`src/common/dsp16_pkg.sv`:
```
package dsp16_pkg;

    typedef logic [15:0] word_t;    // Instruction or register word
    typedef logic [15:0] addr_t;    // Program or table address
    typedef logic [11:0] ifield_t;  // Direct branch field, also i and low pt
    typedef logic [ 9:0] imm_t;     // Short immediate

    // Instruction bits 15 to 12
    typedef enum logic [3:0] {
        OP_NOP      = 4'd0,
        OP_GOTO_JA  = 4'd1,
        OP_CALL_JA  = 4'd2,
        OP_GOTO_B   = 4'd3,
        OP_LOAD_IMM = 4'd4,
        OP_PT_STEP  = 4'd5,
        OP_ICALL    = 4'd6,
        OP_HALT     = 4'd7
    } opcode_t;

    // Indirect branch group, bits 9 to 8
    typedef enum logic [1:0] {
        B_RET     = 2'd0,
        B_IRET    = 2'd1,
        B_GOTO_PT = 2'd2,
        B_CALL_PT = 2'd3
    } bsel_t;

    // Register select, bits 11 to 10
    typedef enum logic [1:0] {
        R_PT = 2'd0,
        R_PR = 2'd1,
        R_PI = 2'd2,
        R_I  = 2'd3
    } rsel_t;

    localparam addr_t ICALL_VECTOR = 16'd2;   // Software interrupt entry

endpackage
```
`src/common/seq_ctl_if.sv`:
```
`timescale 1ns/10ps

interface seq_ctl_if;

    // One-hot instruction strobes, all low for a NOP
    logic goto_ja;
    logic call_ja;
    logic goto_b;
    logic load_imm;
    logic pt_step;
    logic icall;
    logic halt;

    // Instruction fields
    dsp16_pkg::bsel_t   bsel;
    dsp16_pkg::rsel_t   rsel;
    dsp16_pkg::ifield_t i_field;
    dsp16_pkg::imm_t    imm;
    logic               istep;     // Step pt by i instead of one

    modport dec (
        output goto_ja, call_ja, goto_b, load_imm, pt_step, icall, halt,
        output bsel, rsel, i_field, imm, istep
    );

    modport aau (
        input goto_ja, call_ja, goto_b, load_imm, pt_step, icall, halt,
        input bsel, rsel, i_field, imm, istep
    );

endinterface

```
`src/logic/dsp16_seq.sv`:
```
`timescale 1ns/10ps

module dsp16_seq #(
    parameter int ROM_AW = 8
) (
    input  logic                clk,
    input  logic                rst,
    input  logic                cen,
    // Host program load, only while cen is low
    input  logic                load_en,
    input  logic [ROM_AW-1:0]   load_addr,
    input  dsp16_pkg::word_t    load_data,
    // Register view
    output dsp16_pkg::addr_t    pc,
    output dsp16_pkg::addr_t    pr,
    output dsp16_pkg::addr_t    pi,
    output dsp16_pkg::addr_t    pt,
    output dsp16_pkg::ifield_t  i_reg,
    output dsp16_pkg::word_t    instr
);

    dsp16_pkg::addr_t rom_addr;

    seq_ctl_if ctl ();

    prog_rom #(
        .ROM_AW     (ROM_AW)
    ) rom0 (
        .clk        (clk),
        .load_en    (load_en),
        .load_addr  (load_addr),
        .load_data  (load_data),
        .rom_addr   (rom_addr),
        .instr      (instr)
    );

    // Decodes the word fetched in this same cycle
    instr_decode dec0 (
        .instr      (instr),
        .ctl        (ctl.dec)
    );

    rom_aau aau0 (
        .clk        (clk),
        .rst        (rst),
        .cen        (cen),
        .ctl        (ctl.aau),
        .rom_addr   (rom_addr),
        .pc         (pc),
        .pr         (pr),
        .pi         (pi),
        .pt         (pt),
        .i_reg      (i_reg)
    );

endmodule

```
`src/rom_aau/rom_aau.sv`:
```
`timescale 1ns/10ps

// ROM address arithmetic unit
module rom_aau (
    input  logic                clk,
    input  logic                rst,
    input  logic                cen,
    seq_ctl_if.aau              ctl,
    output dsp16_pkg::addr_t    rom_addr,
    output dsp16_pkg::addr_t    pc,
    output dsp16_pkg::addr_t    pr,
    output dsp16_pkg::addr_t    pi,
    output dsp16_pkg::addr_t    pt,
    output dsp16_pkg::ifield_t  i_reg
);

    dsp16_pkg::addr_t   seq_pc;     // Shared incrementer
    dsp16_pkg::addr_t   next_pc;
    dsp16_pkg::addr_t   next_pt;
    dsp16_pkg::ifield_t pt_inc;
    dsp16_pkg::addr_t   imm_ext;

    logic ret;
    logic iret;
    logic goto_pt;
    logic call_pt;
    logic copy_pc;
    logic load_pt;
    logic load_pr;
    logic load_pi;
    logic load_i;

    assign seq_pc = pc + 16'd1;
    assign imm_ext = {6'd0, ctl.imm};

    // Indirect branch group
    assign ret     = ctl.goto_b && (ctl.bsel == dsp16_pkg::B_RET);
    assign iret    = ctl.goto_b && (ctl.bsel == dsp16_pkg::B_IRET);
    assign goto_pt = ctl.goto_b && (ctl.bsel == dsp16_pkg::B_GOTO_PT);
    assign call_pt = ctl.goto_b && (ctl.bsel == dsp16_pkg::B_CALL_PT);
    assign copy_pc = ctl.call_ja || call_pt;

    // Immediate load targets
    assign load_pt = ctl.load_imm && (ctl.rsel == dsp16_pkg::R_PT);
    assign load_pr = ctl.load_imm && (ctl.rsel == dsp16_pkg::R_PR);
    assign load_pi = ctl.load_imm && (ctl.rsel == dsp16_pkg::R_PI);
    assign load_i  = ctl.load_imm && (ctl.rsel == dsp16_pkg::R_I);

    // Single 12 bit pointer adder, top of pt is kept
    assign pt_inc  = ctl.istep ? i_reg : 12'd1;
    assign next_pt = {pt[15:12], pt[11:0] + pt_inc};

    always_comb begin
        if (ctl.icall) begin
            next_pc = dsp16_pkg::ICALL_VECTOR;
        end else if (ctl.goto_ja || ctl.call_ja) begin
            next_pc = {pc[15:12], ctl.i_field};   // Stay in the 4K page
        end else if (goto_pt || call_pt) begin
            next_pc = pt;
        end else if (ret) begin
            next_pc = pr;
        end else if (iret) begin
            next_pc = pi;
        end else if (ctl.halt) begin
            next_pc = pc;
        end else begin
            next_pc = seq_pc;
        end
    end

    assign rom_addr = pc;   // Fetch always from pc

    always_ff @(posedge clk or posedge rst) begin
        if (rst) begin
            pc    <= '0;
            pr    <= '0;
            pi    <= '0;
            pt    <= '0;
            i_reg <= '0;
        end else if (cen) begin
            pc <= next_pc;

            if (copy_pc) begin
                pr <= seq_pc;             // Return address for calls
            end else if (load_pr) begin
                pr <= imm_ext;
            end

            if (ctl.icall) begin
                pi <= seq_pc;
            end else if (load_pi) begin
                pi <= imm_ext;
            end

            if (ctl.pt_step) begin
                pt <= next_pt;
            end else if (load_pt) begin
                pt <= imm_ext;
            end

            if (load_i) begin
                i_reg <= {2'd0, ctl.imm};
            end
        end
    end

endmodule

```
`src/logic/instr_decode.sv`:
```
`timescale 1ns/10ps

module instr_decode (
    input  dsp16_pkg::word_t instr,
    seq_ctl_if.dec           ctl
);

    dsp16_pkg::opcode_t op;

    assign op = dsp16_pkg::opcode_t'(instr[15:12]);

    // Field slices are passed on every cycle, strobes qualify them
    assign ctl.i_field = instr[11:0];
    assign ctl.bsel    = dsp16_pkg::bsel_t'(instr[9:8]);
    assign ctl.rsel    = dsp16_pkg::rsel_t'(instr[11:10]);
    assign ctl.imm     = instr[9:0];
    assign ctl.istep   = instr[0];

    always_comb begin
        ctl.goto_ja  = 1'b0;
        ctl.call_ja  = 1'b0;
        ctl.goto_b   = 1'b0;
        ctl.load_imm = 1'b0;
        ctl.pt_step  = 1'b0;
        ctl.icall    = 1'b0;
        ctl.halt     = 1'b0;

        case (op)
            dsp16_pkg::OP_GOTO_JA: begin
                ctl.goto_ja = 1'b1;
            end
            dsp16_pkg::OP_CALL_JA: begin
                ctl.call_ja = 1'b1;
            end
            dsp16_pkg::OP_GOTO_B: begin
                ctl.goto_b = 1'b1;     // Return, iret or pt branches
            end
            dsp16_pkg::OP_LOAD_IMM: begin
                ctl.load_imm = 1'b1;
            end
            dsp16_pkg::OP_PT_STEP: begin
                ctl.pt_step = 1'b1;
            end
            dsp16_pkg::OP_ICALL: begin
                ctl.icall = 1'b1;
            end
            dsp16_pkg::OP_HALT: begin
                ctl.halt = 1'b1;
            end
            default: begin
                // NOP and codes 8 to 15 raise nothing
            end
        endcase
    end

endmodule

```
`src/logic/prog_rom.sv`:
```
`timescale 1ns/10ps

module prog_rom #(
    parameter int ROM_AW = 8
) (
    input  logic                clk,
    input  logic                load_en,
    input  logic [ROM_AW-1:0]   load_addr,
    input  dsp16_pkg::word_t    load_data,
    input  dsp16_pkg::addr_t    rom_addr,
    output dsp16_pkg::word_t    instr
);

    localparam int DEPTH = 2 ** ROM_AW;

    dsp16_pkg::word_t mem [0:DEPTH-1];
    logic [ROM_AW-1:0] rd_addr;

    // Erased memory reads as NOP
    initial begin
        for (int k = 0; k < DEPTH; k++) begin
            mem[k] = '0;
        end
    end

    // Host write port
    always_ff @(posedge clk) begin
        if (load_en) begin
            mem[load_addr] <= load_data;
        end
    end

    // Only the low address bits index the array
    assign rd_addr = rom_addr[ROM_AW-1:0];

    // Combinational read so the word is there in its own fetch cycle
    assign instr = mem[rd_addr];

endmodule

```
`config.mk`:
```
export PLATFORM = sky130hd
export DESIGN_NAME = dsp16_seq
export DESIGN_NICKNAME = d
export VERILOG_FILES = /design/src/common/dsp16_pkg.sv /design/src/common/seq_ctl_if.sv /design/src/logic/dsp16_seq.sv /design/src/rom_aau/rom_aau.sv /design/src/logic/instr_decode.sv /design/src/logic/prog_rom.sv
export SDC_FILE = /design/constraint.sdc
export NUM_CORES = 2
export LEC_CHECK = 0
export BUFFER_PORTS_ARGS = -buffer_cell sky130_fd_sc_hd__buf_2
export CAP_MARGIN = 0
export CORE_UTILIZATION = 68
export CTS_CLUSTER_DIAMETER = 80
export DETAILED_ROUTE_END_ITERATION = 10
export PLACE_DENSITY_LB_ADDON = 0.08
export SETUP_SLACK_MARGIN = 0.3
export SLEW_MARGIN = 0
export SYNTH_ARGS = -nofsm -noshare
export SYNTH_HDL_FRONTEND = slang
export SYNTH_HIERARCHICAL = 1
export SYNTH_SLANG_ARGS = --single-unit
```
`constraint.sdc`:
```
create_clock -name clk -period 12 [get_ports clk]
set_input_delay 1.2 -clock clk [delete_from_list [all_inputs] [get_ports clk]]
set_output_delay 1.2 -clock clk [all_outputs]
set_load 0.005 [all_outputs]
```
==> metrics.md <==
| Metric | Value |
|---|---|
| Flop2flop setup slack | `4.09 ns` |
| Kind of critical path | `reg -> reg` |
| Max-slew headroom | `1.44%` |
| Worst Hold Class | `reg -> reg` |
| Buf+Inv Stages, Crit Path | `2` |
| Register with the most flip-flops | `rom0/mem` |
| Switching share of power | `31.0%` |
| # fillers | `12700` |
| RSZ-0062 raised after global routing | `no` |
| Core area | `238000 um^2` |
| Worst hold stages | `2` |
| All-Layer GR Usage | `35.2%` |
| Most frequent CP cell | `mux4_2` |
| Worst Setup End Kind | `register` |
| Starting Density | `68.5%` |
| Hold Slack | `0.498 ns` |
| Top delay family on crit path | `compound AO/OA/AOI/OAI gates` |
| Post-CTS Resized | `0` |
| Min cycle time layout | `7.91 ns` |
| Clk root buf | `clkbuf_16` |
| Critical Path Start Type | `register` |
| # rows | `179` |
| Area of the multi-input gates | `35600 um^2` |
| Yosys warnings | `6` |
| # IOs | `120` |
| Final net count | `8341` |
| Post-Route Utilization | `76.0%` |
| Max Cap Violations | `1` |
| Inserted Clock Buffers | `411` |
| Buffers on Ports | `113` |
| CP max stage delay | `1.16 ns` |
| Worst EP required | `12.83 ns` |
| Gp weighted congestion | `0.960` |
| Crit share post-route | `65.9%` |
| Power share of the clock group | `30.7%` |
| Mapped Cells | `7889` |
| Drt wl/cell | `35.7 um` |
| CTS tree | `yes` |
| Largest net degree at the start of global routing | `165` |
| Highest Clock Rate | `126 MHz` |
| Reg2reg end | `aau0/pr[8]` |
| Place WS | `4.36 ns` |
| CTS Hold Bufs | `0` |
| Avg Inst Size Synth | `20.7 um^2` |
| Comb power frac | `29.0%` |
| Final Max Tran Viols | `0` |
| Min-delay src | `aau0/pr[11]` |
| P_int | `28.0 mW` |
| RR Startpoint | `aau0/pc[1]` |
| Vias in the first global route | `82400` |
| Initial antenna violation count | `24` |
| CTS H-tree lvls | `5` |
| Final wirelength | `421000 um` |
| Vias | `84500` |
| Router iterations before antenna repair | `11` |
| Clock Path Buffers | `4` |
| CTS clock-pin slew for the worst setup and hold paths | `0.06 ns` |
| Fin. Hold Viols | `0` |
| Final WS setup | `4.09 ns` |
| Storage cell area | `125000 um^2` |
| Final HPWL DP | `243000 um` |
| Starting DRT DRC Count | `12600` |
| Worst Path Max Fanout | `135` |
| Commonest non-fill, non-tap cell in the layout | `edfxtp_1` |
| Global-route wire length before repair | `598000 um` |
| Psw | `12.6 mW` |
| Seq pwr share | `40.2%` |
| Die H | `492 um` |
| Number of nets with antenna violations after routing | `0` |
| Crit path max-delay cell type | `o32ai_1` |
| Mapped cell area | `163000 um^2` |
| Postcts setup bufs | `0` |
| Clock sinks | `4166` |
| Final setup fails | `0` |
| Clock latency on the worst-skew pair | `0.99 ns` |
| Layout area overhead | `11.1%` |
| Worst Clk Skew | `0.0566 ns` |
| DRC viols | `38` |
| Lkg Pwr | `57.8 nW` |
| Vias per inst | `7.17` |
| Largest register FFs | `4096` |
| WHS Endpoint | `aau0/pr[11]` |
| Worst-Margin Slew | `1.48 ns` |
| Peak VDD IR | `234 uV` |
| Worst r2r path cells | `12` |
| Failing checks | `design-rule violations, max-capacitance violations` |
| Die area | `242000 um^2` |
| Die width | `492 um` |
| Share of cells above drive strength 1 | `24.1%` |
| Overflow left after global routing | `0` |
| Most frequent cells in the layout | `4096 x edfxtp_1, 797 x mux4_2, 588 x mux2i_1, 420 x clkbuf_16, 387 x buf_4` |
| Worst path cell trace | `buf_12 -> buf_4 -> mux4_2 -> mux4_2 -> a22o_1 -> o32ai_1 -> nor4_2 -> and4bb_2 -> a31oi_2 -> o21ai_0 -> nand2_1 -> mux2_2` |
| Status | `finished with violations` |
| WP data arrival | `8.74 ns` |
| Setup TNS | `0 ns` |
| Power per cell area | `224 nW/um^2` |
==> routing by layer <==
layer	up-vias	wire [um]	global-route usage, %
met5	-	94	0
met4	16	20800	15.2
met3	934	49400	7.28
met2	5736	198000	53.8
met1	43900	153000	50.3
li1	33900	-	-
==> metrics by stage <==
stage	cell area, um^2	total power [mW]	instances
detailed placement	168000	28.2	11100
global route	181000	41.6	11800
finish	181000	40.5	11800
CTS	181000	40.5	11800
global placement	168000	28.1	11100
floorplan	163000	24.6	7894
==> power by group through the flow <==
stage / registers [mW] / clock network [mW] / logic [mW]
2_1_floorplan: 16.5 / 0 / 8.11
3_3_place_gp: 16.6 / 0 / 11.5
3_5_place_dp: 16.6 / 0 / 11.6
4_1_cts: 16.3 / 12.6 / 11.7
5_1_grt: 16.3 / 13.1 / 12.2
6_report: 16.3 / 12.5 / 11.8
==> tightest hold or removal path: stages (launching register included) <==
cell and delay (ns):
dfrtp_1 0.35, nand2_1 0.05, o21ai_0 0.06
==> worst max-delay path by stage <==
| stage | startpoint | to | slack (ns) | cells past startpoint |
|---|---|---|---|---|
| CTS | aau0/pc[0] | instr[9] | 4.22 | 10 |
| global placement | aau0/pc[1] | aau0/pr[8] | 4.40 | 12 |
| floorplan | aau0/pc[0] | aau0/pt[10] | 7.33 | 24 |
| global route | aau0/pc[0] | aau0/pr[8] | 3.84 | 14 |
| detailed placement | aau0/pc[1] | aau0/pr[8] | 4.36 | 12 |
| finish | aau0/pc[1] | aau0/pr[8] | 4.09 | 12 |
==> final cells by class <==
type	count	area share [%]
diodes	12	0.0166
clock buffers	501	5.98
flip-flops and latches	4166	68.9
well taps	3167	2.19
multi-input cells	3193	19.6
inverters	16	0.0401
repair buffers	513	2.15
clock inverters	221	1.14
Power figures use the tool's default switching activity.
